## src/simd_cfg.svh

```systemverilog
/*
 * Packed-SIMD add/subtract unit configuration
 * Word and lane geometry plus the APB register map
 */
`ifndef SIMD_CFG_SVH
`define SIMD_CFG_SVH

// Datapath geometry
`define SIMD_DATA_W       32
`define SIMD_LANE_W       8
`define SIMD_LANES        4

// APB address width
`define SIMD_APB_ADDR_W   8

// Register byte addresses
`define SIMD_ADDR_OPA     8'h00
`define SIMD_ADDR_OPB     8'h04
`define SIMD_ADDR_CTRL    8'h08
`define SIMD_ADDR_RESULT  8'h0C
`define SIMD_ADDR_STATUS  8'h10

`endif

```

## src/simd_pkg.sv

```systemverilog
/*
 * Packed-SIMD add/subtract unit types
 * Operation, element width and arithmetic mode encodings, data words and lane masks
 */
`include "simd_cfg.svh"

package simd_pkg;

  typedef logic [`SIMD_DATA_W-1:0] simd_word_t;
  typedef logic [`SIMD_LANE_W-1:0] simd_lane_t;

  // CTRL bits 2:0
  typedef enum logic [2:0] {
    OP_ADD   = 3'd0,
    OP_SUB   = 3'd1,
    OP_CMPEQ = 3'd2,
    OP_CMPLT = 3'd3,
    OP_MIN   = 3'd4,
    OP_MAX   = 3'd5
  } simd_op_e;

  // CTRL bits 5:4
  typedef enum logic [1:0] {
    W8  = 2'd0,
    W16 = 2'd1,
    W32 = 2'd2
  } simd_width_e;

  // CTRL bits 9:8 for add and subtract only
  typedef enum logic [1:0] {
    MODE_WRAP  = 2'd0,
    MODE_SAT   = 2'd1,
    MODE_HALVE = 2'd2
  } simd_mode_e;

  // Lanes holding the least significant byte of an element
  function automatic logic [`SIMD_LANES-1:0] low_lane_mask(simd_width_e width);
    case (width)
      W8:      return 4'b1111;
      W16:     return 4'b0101;
      default: return 4'b0001;
    endcase
  endfunction

  // Lanes holding the most significant byte of an element
  function automatic logic [`SIMD_LANES-1:0] top_lane_mask(simd_width_e width);
    case (width)
      W8:      return 4'b1111;
      W16:     return 4'b1010;
      default: return 4'b1000;
    endcase
  endfunction

endpackage

```

## src/simd_apb_regs.sv

```systemverilog
/*
 * SIMD unit APB register block
 * Operand and control registers, result capture, done and sticky overflow status
 */
`timescale 1ns/10ps
`include "simd_cfg.svh"

module simd_apb_regs import simd_pkg::*; (
  input  logic                        clk_i,
  input  logic                        rst_n_i,

  input  logic                        psel_i,
  input  logic                        penable_i,
  input  logic                        pwrite_i,
  input  logic [`SIMD_APB_ADDR_W-1:0] paddr_i,
  input  simd_word_t                  pwdata_i,
  output simd_word_t                  prdata_o,
  output logic                        pready_o,
  output logic                        pslverr_o,

  input  simd_word_t                  result_i,
  input  logic                        overflow_i,

  output simd_word_t                  opa_o,
  output simd_word_t                  opb_o,
  output simd_op_e                    op_o,
  output simd_width_e                 width_o,
  output logic                        signed_o,
  output simd_mode_e                  mode_o
);

  //////////////////////////////////////////////////////////////////////
  // Address decode
  //////////////////////////////////////////////////////////////////////
  logic access, mapped, wr_en, ovf_clr;
  logic sel_opa, sel_opb, sel_ctrl, sel_result, sel_status;

  assign access     = psel_i & penable_i;
  assign sel_opa    = (paddr_i == `SIMD_ADDR_OPA);
  assign sel_opb    = (paddr_i == `SIMD_ADDR_OPB);
  assign sel_ctrl   = (paddr_i == `SIMD_ADDR_CTRL);
  assign sel_result = (paddr_i == `SIMD_ADDR_RESULT);
  assign sel_status = (paddr_i == `SIMD_ADDR_STATUS);
  assign mapped     = sel_opa | sel_opb | sel_ctrl | sel_result | sel_status;

  // RESULT is read-only
  assign wr_en   = access & pwrite_i & mapped & ~sel_result;
  assign ovf_clr = wr_en & sel_status & pwdata_i[0];

  // Zero wait states
  assign pready_o  = access;
  assign pslverr_o = access & (~mapped | (pwrite_i & sel_result));

  //////////////////////////////////////////////////////////////////////
  // Registers
  //////////////////////////////////////////////////////////////////////
  simd_word_t  opa_q, opb_q, result_q;
  simd_op_e    op_q;
  simd_width_e width_q;
  simd_mode_e  mode_q;
  logic        signed_q, busy_q, done_q, ovf_q;

  always_ff @(posedge clk_i) begin
    if (!rst_n_i) begin
      opa_q    <= '0;
      opb_q    <= '0;
      op_q     <= OP_ADD;
      width_q  <= W8;
      signed_q <= 1'b0;
      mode_q   <= MODE_WRAP;
      result_q <= '0;
      busy_q   <= 1'b0;
      done_q   <= 1'b0;
      ovf_q    <= 1'b0;
    end else begin
      if (wr_en & sel_opa) begin
        opa_q <= pwdata_i;
      end
      if (wr_en & sel_opb) begin
        opb_q <= pwdata_i;
      end
      if (wr_en & sel_ctrl) begin
        op_q     <= simd_op_e'(pwdata_i[2:0]);
        width_q  <= simd_width_e'(pwdata_i[5:4]);
        signed_q <= pwdata_i[6];
        mode_q   <= simd_mode_e'(pwdata_i[9:8]);
      end
      // Result settles the cycle after CTRL is written
      busy_q <= wr_en & sel_ctrl;
      if (busy_q) begin
        result_q <= result_i;
      end
      if (wr_en & sel_ctrl) begin
        done_q <= 1'b0;
      end else if (busy_q) begin
        done_q <= 1'b1;
      end
      ovf_q <= (ovf_q & ~ovf_clr) | (busy_q & overflow_i);
    end
  end

  // Read mux gated onto prdata in the access phase of a read
  simd_word_t rd_data;

  always_comb begin
    case (paddr_i)
      `SIMD_ADDR_OPA:    rd_data = opa_q;
      `SIMD_ADDR_OPB:    rd_data = opb_q;
      `SIMD_ADDR_CTRL:   rd_data = {{(`SIMD_DATA_W-10){1'b0}}, mode_q, 1'b0, signed_q,
                                    width_q, 1'b0, op_q};
      `SIMD_ADDR_RESULT: rd_data = result_q;
      `SIMD_ADDR_STATUS: rd_data = {{(`SIMD_DATA_W-2){1'b0}}, done_q, ovf_q};
      default:           rd_data = '0;
    endcase
  end

  assign prdata_o = (access & ~pwrite_i) ? rd_data : '0;

  assign opa_o    = opa_q;
  assign opb_o    = opb_q;
  assign op_o     = op_q;
  assign width_o  = width_q;
  assign signed_o = signed_q;
  assign mode_o   = mode_q;

endmodule

```

## src/simd_lane_ctrl.sv

```systemverilog
/*
 * SIMD lane controller
 * Turns the control register into per-lane B inversion, carry-in, chaining and sign controls
 */
`timescale 1ns/10ps
`include "simd_cfg.svh"

module simd_lane_ctrl import simd_pkg::*; (
  input  simd_word_t              opb_i,
  input  simd_op_e                op_i,
  input  simd_width_e             width_i,
  input  logic                    signed_i,
  input  simd_mode_e              mode_i,

  output simd_word_t              lane_b_o,
  output logic [`SIMD_LANES-1:0]  cin_o,
  output logic [`SIMD_LANES-1:0]  chain_o,
  output logic [`SIMD_LANES-1:0]  top_signed_o
);

  logic                   invert_b, use_ext;
  logic [`SIMD_LANES-1:0] low, top;

  // Everything but add computes A - B
  always_comb begin
    case (op_i)
      OP_SUB, OP_CMPEQ, OP_CMPLT, OP_MIN, OP_MAX: invert_b = 1'b1;
      default:                                    invert_b = 1'b0;
    endcase
  end

  // Operations that read the extended sum bit of the top lane
  always_comb begin
    case (op_i)
      OP_ADD, OP_SUB:           use_ext = (mode_i != MODE_WRAP);
      OP_CMPLT, OP_MIN, OP_MAX: use_ext = 1'b1;
      default:                  use_ext = 1'b0;
    endcase
  end

  assign low = low_lane_mask(width_i);
  assign top = top_lane_mask(width_i);

  // Two's complement negate via inverted B and carry-in of one
  assign lane_b_o = invert_b ? ~opb_i : opb_i;
  assign cin_o    = low & {`SIMD_LANES{invert_b}};

  // Upper lanes of an element ripple from the lane below
  assign chain_o  = ~low;

  assign top_signed_o = top & {`SIMD_LANES{signed_i & use_ext}};

endmodule

```

## src/simd_byte_lane.sv

```systemverilog
/*
 * SIMD byte lane
 * 8-bit adder slice with carry chaining, extended sum bit and zero detect
 */
`timescale 1ns/10ps
`include "simd_cfg.svh"

module simd_byte_lane import simd_pkg::*; (
  input  simd_lane_t  a_i,
  input  simd_lane_t  b_i,
  input  logic        carry_i,
  input  logic        cin_i,
  input  logic        chain_i,
  input  logic        top_signed_i,

  output simd_lane_t  sum_o,
  output logic        ext_o,
  output logic        carry_o,
  output logic        zero_o
);

  logic                  carry_in;
  logic [`SIMD_LANE_W:0] raw_sum;

  // Ripple from the lower lane or start a new element
  assign carry_in = chain_i ? carry_i : cin_i;

  assign raw_sum = {1'b0, a_i} + {1'b0, b_i} + {{`SIMD_LANE_W{1'b0}}, carry_in};

  assign sum_o   = raw_sum[`SIMD_LANE_W-1:0];
  assign carry_o = raw_sum[`SIMD_LANE_W];

  // Ninth bit of the sign-extended sum
  // equals sign(a) ^ sign(b) ^ carry out for a signed element
  assign ext_o = top_signed_i ?
                 (a_i[`SIMD_LANE_W-1] ^ b_i[`SIMD_LANE_W-1] ^ carry_o) : carry_o;

  assign zero_o = (sum_o == '0);

endmodule

```

## src/simd_result_merge.sv

```systemverilog
/*
 * SIMD result merge
 * Builds per-element results for wrap, saturate, halve, compare and min/max
 */
`timescale 1ns/10ps
`include "simd_cfg.svh"

module simd_result_merge import simd_pkg::*; (
  input  simd_word_t              opa_i,
  input  simd_word_t              opb_i,
  input  simd_word_t              sum_i,
  input  logic [`SIMD_LANES-1:0]  ext_i,
  input  logic [`SIMD_LANES-1:0]  zero_i,
  input  simd_op_e                op_i,
  input  simd_width_e             width_i,
  input  logic                    signed_i,
  input  simd_mode_e              mode_i,

  output simd_word_t              result_o,
  output logic                    overflow_o
);

  localparam int LW = `SIMD_LANE_W;

  logic [`SIMD_LANES-1:0] top, elem_ext, elem_msb, elem_eq, elem_lt, sat_hit;
  logic                   is_sub, arith;
  simd_word_t             shifted, sat_res, halve_res, eq_res, lt_res, min_res, max_res;

  assign top     = top_lane_mask(width_i);
  assign is_sub  = (op_i == OP_SUB);
  assign arith   = (op_i == OP_ADD) | is_sub;
  assign shifted = sum_i >> 1;

  //////////////////////////////////////////////////////////////////////
  // Element flags spread over all lanes of the element
  //////////////////////////////////////////////////////////////////////
  always_comb begin
    int unsigned t;
    logic        eq;
    for (int b = 0; b < `SIMD_LANES; b++) begin
      case (width_i)
        W8: begin
          t  = b;
          eq = zero_i[b];
        end
        W16: begin
          t  = b | 1;
          eq = zero_i[b & ~1] & zero_i[b | 1];
        end
        default: begin
          t  = `SIMD_LANES - 1;
          eq = &zero_i;
        end
      endcase
      elem_ext[b] = ext_i[t];
      elem_msb[b] = sum_i[LW*t + LW-1];
      elem_eq[b]  = eq;
    end
  end

  //////////////////////////////////////////////////////////////////////
  // Per-lane results
  //////////////////////////////////////////////////////////////////////
  always_comb begin
    logic       half_top;
    simd_lane_t clamp;
    for (int b = 0; b < `SIMD_LANES; b++) begin
      // Unsigned difference has its true ninth bit inverted from the carry
      half_top = elem_ext[b] ^ (is_sub & ~signed_i);
      halve_res[LW*b +: LW] = {top[b] ? half_top : shifted[LW*b + LW-1],
                               shifted[LW*b +: LW-1]};

      if (signed_i) begin
        // Ninth and eighth bits disagree on signed overflow
        sat_hit[b] = elem_ext[b] ^ elem_msb[b];
        clamp      = top[b] ? {elem_ext[b], {(LW-1){~elem_ext[b]}}} : {LW{~elem_ext[b]}};
      end else begin
        // Carry on add, borrow on subtract
        sat_hit[b] = elem_ext[b] ^ is_sub;
        clamp      = {LW{~is_sub}};
      end
      sat_res[LW*b +: LW] = sat_hit[b] ? clamp : sum_i[LW*b +: LW];

      // A < B from the sign of A - B
      elem_lt[b] = signed_i ? elem_ext[b] : ~elem_ext[b];

      eq_res[LW*b +: LW]  = {LW{elem_eq[b]}};
      lt_res[LW*b +: LW]  = {LW{elem_lt[b]}};
      min_res[LW*b +: LW] = elem_lt[b] ? opa_i[LW*b +: LW] : opb_i[LW*b +: LW];
      max_res[LW*b +: LW] = elem_lt[b] ? opb_i[LW*b +: LW] : opa_i[LW*b +: LW];
    end
  end

  //////////////////////////////////////////////////////////////////////
  // Result select
  //////////////////////////////////////////////////////////////////////
  always_comb begin
    case (op_i)
      OP_ADD, OP_SUB: begin
        case (mode_i)
          MODE_SAT:   result_o = sat_res;
          MODE_HALVE: result_o = halve_res;
          default:    result_o = sum_i;
        endcase
      end
      OP_CMPEQ: result_o = eq_res;
      OP_CMPLT: result_o = lt_res;
      OP_MIN:   result_o = min_res;
      OP_MAX:   result_o = max_res;
      default:  result_o = sum_i;
    endcase
  end

  assign overflow_o = arith & (mode_i == MODE_SAT) & (|sat_hit);

endmodule

```

## src/simd_alu_top.sv

```systemverilog
/*
 * Packed-SIMD add/subtract unit top level
 * APB registers, lane controller, four byte lanes and result merge
 */
`timescale 1ns/10ps
`include "simd_cfg.svh"

module simd_alu_top import simd_pkg::*; (
  input  logic                        clk_i,
  input  logic                        rst_n_i,

  input  logic                        psel_i,
  input  logic                        penable_i,
  input  logic                        pwrite_i,
  input  logic [`SIMD_APB_ADDR_W-1:0] paddr_i,
  input  simd_word_t                  pwdata_i,
  output simd_word_t                  prdata_o,
  output logic                        pready_o,
  output logic                        pslverr_o
);

  simd_word_t             opa, opb, lane_b, sum, result;
  simd_op_e               op;
  simd_width_e            width;
  simd_mode_e             mode;
  logic                   is_signed, overflow;
  logic [`SIMD_LANES-1:0] cin, chain, top_signed, ext, carry, carry_in, zero;

  //////////////////////////////////////////////////////////////////////
  // Registers and lane control
  //////////////////////////////////////////////////////////////////////
  simd_apb_regs u_regs (
    .clk_i      (clk_i),
    .rst_n_i    (rst_n_i),
    .psel_i     (psel_i),
    .penable_i  (penable_i),
    .pwrite_i   (pwrite_i),
    .paddr_i    (paddr_i),
    .pwdata_i   (pwdata_i),
    .prdata_o   (prdata_o),
    .pready_o   (pready_o),
    .pslverr_o  (pslverr_o),
    .result_i   (result),
    .overflow_i (overflow),
    .opa_o      (opa),
    .opb_o      (opb),
    .op_o       (op),
    .width_o    (width),
    .signed_o   (is_signed),
    .mode_o     (mode)
  );

  simd_lane_ctrl u_ctrl (
    .opb_i        (opb),
    .op_i         (op),
    .width_i      (width),
    .signed_i     (is_signed),
    .mode_i       (mode),
    .lane_b_o     (lane_b),
    .cin_o        (cin),
    .chain_o      (chain),
    .top_signed_o (top_signed)
  );

  //////////////////////////////////////////////////////////////////////
  // Byte lanes
  //////////////////////////////////////////////////////////////////////
  // Lane 0 never chains
  assign carry_in = {carry[`SIMD_LANES-2:0], 1'b0};

  for (genvar i = 0; i < `SIMD_LANES; i++) begin : g_lane
    simd_byte_lane u_lane (
      .a_i          (opa[`SIMD_LANE_W*i +: `SIMD_LANE_W]),
      .b_i          (lane_b[`SIMD_LANE_W*i +: `SIMD_LANE_W]),
      .carry_i      (carry_in[i]),
      .cin_i        (cin[i]),
      .chain_i      (chain[i]),
      .top_signed_i (top_signed[i]),
      .sum_o        (sum[`SIMD_LANE_W*i +: `SIMD_LANE_W]),
      .ext_o        (ext[i]),
      .carry_o      (carry[i]),
      .zero_o       (zero[i])
    );
  end

  simd_result_merge u_merge (
    .opa_i      (opa),
    .opb_i      (opb),
    .sum_i      (sum),
    .ext_i      (ext),
    .zero_i     (zero),
    .op_i       (op),
    .width_i    (width),
    .signed_i   (is_signed),
    .mode_i     (mode),
    .result_o   (result),
    .overflow_o (overflow)
  );

endmodule

```

## config.mk

```make
export PLATFORM = sky130hd
export DESIGN_NAME = simd_alu_top
export DESIGN_NICKNAME = d
export VERILOG_FILES = /design/src/simd_pkg.sv /design/src/simd_apb_regs.sv /design/src/simd_lane_ctrl.sv /design/src/simd_byte_lane.sv /design/src/simd_result_merge.sv /design/src/simd_alu_top.sv
export VERILOG_INCLUDE_DIRS = /design/src
export SDC_FILE = /design/constraint.sdc
export NUM_CORES = 1
export LEC_CHECK = 0
export ABC_CLOCK_PERIOD_IN_PS = 12710
export BUFFER_PORTS_ARGS = -buffer_cell sky130_fd_sc_hd__buf_2
export CAP_MARGIN = 0
export CORE_UTILIZATION = 55
export CTS_BUF_LIST = sky130_fd_sc_hd__clkbuf_8
export DETAILED_ROUTE_END_ITERATION = 8
export GPL_TIMING_DRIVEN = 0
export PLACE_DENSITY = 0.77
export SYNTH_ARGS = -nofsm -noshare
export SYNTH_HDL_FRONTEND = slang
export SYNTH_SLANG_ARGS = --single-unit
export TNS_END_PERCENT = 100
```

## constraint.sdc

```tcl
create_clock -name clk_i -period 12.71 [get_ports clk_i]
set_input_delay 2.542 -clock clk_i [delete_from_list [all_inputs] [get_ports clk_i]]
set_output_delay 2.542 -clock clk_i [all_outputs]
set_load 0.02 [all_outputs]
```

==> results.json <==
{
  "synthTopCellsByCount": "nand2_1, nor2_1, dfxtp_1",
  "critPathKind": "reg -> reg",
  "drc": 0,
  "stdcell_count": 1601,
  "io_pins": 79,
  "fin_setup_tns_ps": 0,
  "first_pass_iters": 5,
  "clkTransAtPathRegs_ps": 120,
  "yosysWarningCount": 0,
  "cts_max_level": 3,
  "max_freq_ghz": 0.08391,
  "synth_async_sr_flop_share_pct": 0,
  "core_mm2": 0.01682,
  "crit_path_start_kind": "register",
  "grt_pass1_wl_um": 55540,
  "yosysUniqueCellTypes": 85,
  "leakage_nw": 3.814,
  "final_net_count": 1461,
  "worst-path-max-fanout": 10,
  "area_growth_pct": 9.396,
  "switching_share_pct": 27.10,
  "start_util_pct": 57.01,
  "ant_nets": 0,
  "clkLatencyLatePin_ps": 410,
  "hold_viol": 0,
  "syn_nets": 1374,
  "yosysMostFrequentCell": "nand2_1",
  "dieArea_mm2": 0.01796,
  "grt_max_degree": 20,
  "drv_cap": 0,
  "hold_class": "reg -> reg",
  "internal-power_mw": 0.4501,
  "crit_arrival_ps": 12250,
  "cp.required_ps": 13050,
  "avgSynthCellArea_um2": 7.444,
  "io_buffers": 76,
  "outcome": "finished clean",
  "synth_edf_count": 0,
  "p_switching_mw": 0.1673,
  "slowest_delay_ps": 530,
  "overflow": 0,
  "drv_slew": 0,
  "synthCells": 1288,
  "antenna_found_initial": 0,
  "fin_crit_ps": 11920,
  "ys.flop_type": "dfxtp_1",
  "clockPowerShare_pct": 39.3,
  "place_inst": 1584,
  "numCtsBuffers": 9,
  "yosys-top-cells-area": "dfxtp_1, nand2_1, mux2i_1",
  "crit_path_frequent_cell": "fa_1",
  "comb_power_share_pct": 6.4,
  "grt_pass1_vias": 9519,
  "fin_skew_ps": 14.64,
  "fp.dieW_um": 134.0,
  "rows": 47,
  "cts_tree": "built",
  "routabilityCongestion": 1.024,
  "avgViaCountPerCell": 6.589,
  "ys_ff_latch": 107,
  "dieHeight_um": 134.0,
  "setup_viol": 0,
  "p_seq_share_pct": 54.3,
  "cts_root_buffer": "clkbuf_8",
  "cpMaxStageDelayCell": "dfxtp_1",
  "drtIter0Drc": 1093,
  "synth_top_area_share_pct": 22.34,
  "dp_hpwl_um": 27440,
  "synth_top_cell_by_area": "dfxtp_1",
  "rsz0062_at_grt": "no",
  "drive_gt1_share_pct": 10.65,
  "syn-cell-area_mm2": 0.009588,
  "yosysSeqAreaShare_pct": 22.34,
  "timing.final.crit_share_pct": 93.76,
  "grtUsageTotal_pct": 40.89,
  "crit_path_end_kind": "register",
  "worst_pin_slew_ps": 1113,
  "timing.slew.headroom_pct": 25.09,
  "wl_per_cell_um": 22.84,
  "num_vias": 10550,
  "drt-total-wl_um": 36570,
  "power_density_mw_per_mm2": 58.87,
  "clock-sinks": 107,
  "clockBufferDepth": 2,
  "ir_drop_v": 0.00006661
}
[through the flow]
| stage | setup WS, ps | cell area, um^2 | total power, mW | hold slack, ps | utilization [%] |
|---|---|---|---|---|---|
| after global placement | -132.9 | 10240 | 0.3803 | 427.9 | 60.91 |
| final | 792.9 | 10490 | 0.6175 | 455.8 | 62.36 |
| after floorplan | 2785 | 9588 | 0.3611 | 415.9 | - |
| after CTS | 187.4 | 10470 | 0.6172 | 458.9 | 62.22 |
| after detailed placement | -134.1 | 10240 | 0.3807 | 442.5 | 60.91 |
| after global routing | 133.1 | 10490 | 0.6329 | 489.2 | 62.35 |
[sequential cells by signal, summed over array words and instances (netlist names), 2 cells and up]
signal	flops
u_regs.result_q	32
u_regs.opb_o	32
u_regs.op_o	3
u_regs.opa_o	32
u_regs.mode_o	2
u_regs.width_o	2
[cells by family (layout without fill, tap and decap cells)]
kind of cell | count (synthesis) | count (layout) | share of synthesized area [%]
buffers and inverters | 120 | 212 | 4.841
XOR/XNOR | 64 | 64 | 6.081
AO/OA/AOI/OAI | 435 | 435 | 32.35
other | 0 | 1 | 0
AND/OR/NAND/NOR | 463 | 463 | 21.95
flip-flops | 107 | 107 | 22.34
adder cells (fa/ha/maj) | 41 | 41 | 5.898
multiplexers | 58 | 58 | 6.538
[worst max-delay path: cells and delay by family, from the launching register on]
family | cells | cell delay (ps)
buffers and inverters | 4 | 1240
adder cells (fa/ha/maj) | 9 | 3700
XOR/XNOR | 2 | 390
AO/OA/AOI/OAI | 19 | 4860
flip-flops | 1 | 530
AND/OR/NAND/NOR | 6 | 1100
[power groups by stage]
stage          sequential, mW  combinational [mW]  clock, mW
2_1_floorplan           0.343              0.0182          0
6_report                0.335              0.0393      0.243
3_3_place_gp            0.343              0.0373          0
5_1_grt                 0.335              0.0409      0.257
3_5_place_dp            0.343              0.0377          0
4_1_cts                 0.335              0.0378      0.244
[metal layers]
layer	vias to the layer above	global-route usage, %	routed length (um)
met2	566	63.85	16100
met4	0	20.85	1794
met5	-	0	0
li1	4881	-	-
met3	106	8.390	3216
met1	4996	53.33	15460
[layout by cell type, fill, tap and decap left out, types with 9 or more instances in the layout]
cell      instances
ha_1             34
inv_1            33
nor3_1           19
nand2_1         206
and2_1           13
and3_1           17
xnor2_1          44
a31oi_1          30
a221oi_1          9
o211ai_1         13
buf_1             9
nand3_1          16
mux2i_1          48
o221ai_1         17
nor2_1          118
a21boi_0         64
a21o_1           13
a211oi_1         18
a221o_1           9
o31ai_1           9
clkbuf_8         10
o21ai_0          67
a21oi_1          93
clkbuf_1         68
dfxtp_1         107
a22oi_1          12
buf_2            82
xor2_1           17
nor2b_1          18
[final cells by class]
class / count / area [um^2]
plain buffers: 85 / 337.8
clock inverters: 6 / 81.33
well taps: 220 / 275.3
flip-flops and latches: 107 / 2142
fillers: 1624 / 6330
inverters: 35 / 131.4
diodes: 1 / 2.502
repair buffers: 76 / 380.4
clock buffers: 10 / 137.6
multi-input cells: 1061 / 7000
[worst paths after layout]
kind | cells past startpoint | end | slack [ps] | startpoint
min | 2 | u_regs.result_q[27] | 460 | u_regs.result_q[27]
max reg2reg | 40 | u_regs.result_q[7] | 790 | u_regs.op_o[1]
max | 40 | u_regs.result_q[7] | 790 | u_regs.op_o[1]
min reg2reg | 2 | u_regs.result_q[27] | 460 | u_regs.result_q[27]
[timing repair]
item / 4_1_cts / 5_1_grt
resized for setup: 2 / 8
buffers inserted: 0 / 0
hold buffers: 0 / 0
setup endpoints to repair: 1 / 9
(Power assumes the default switching activity.)
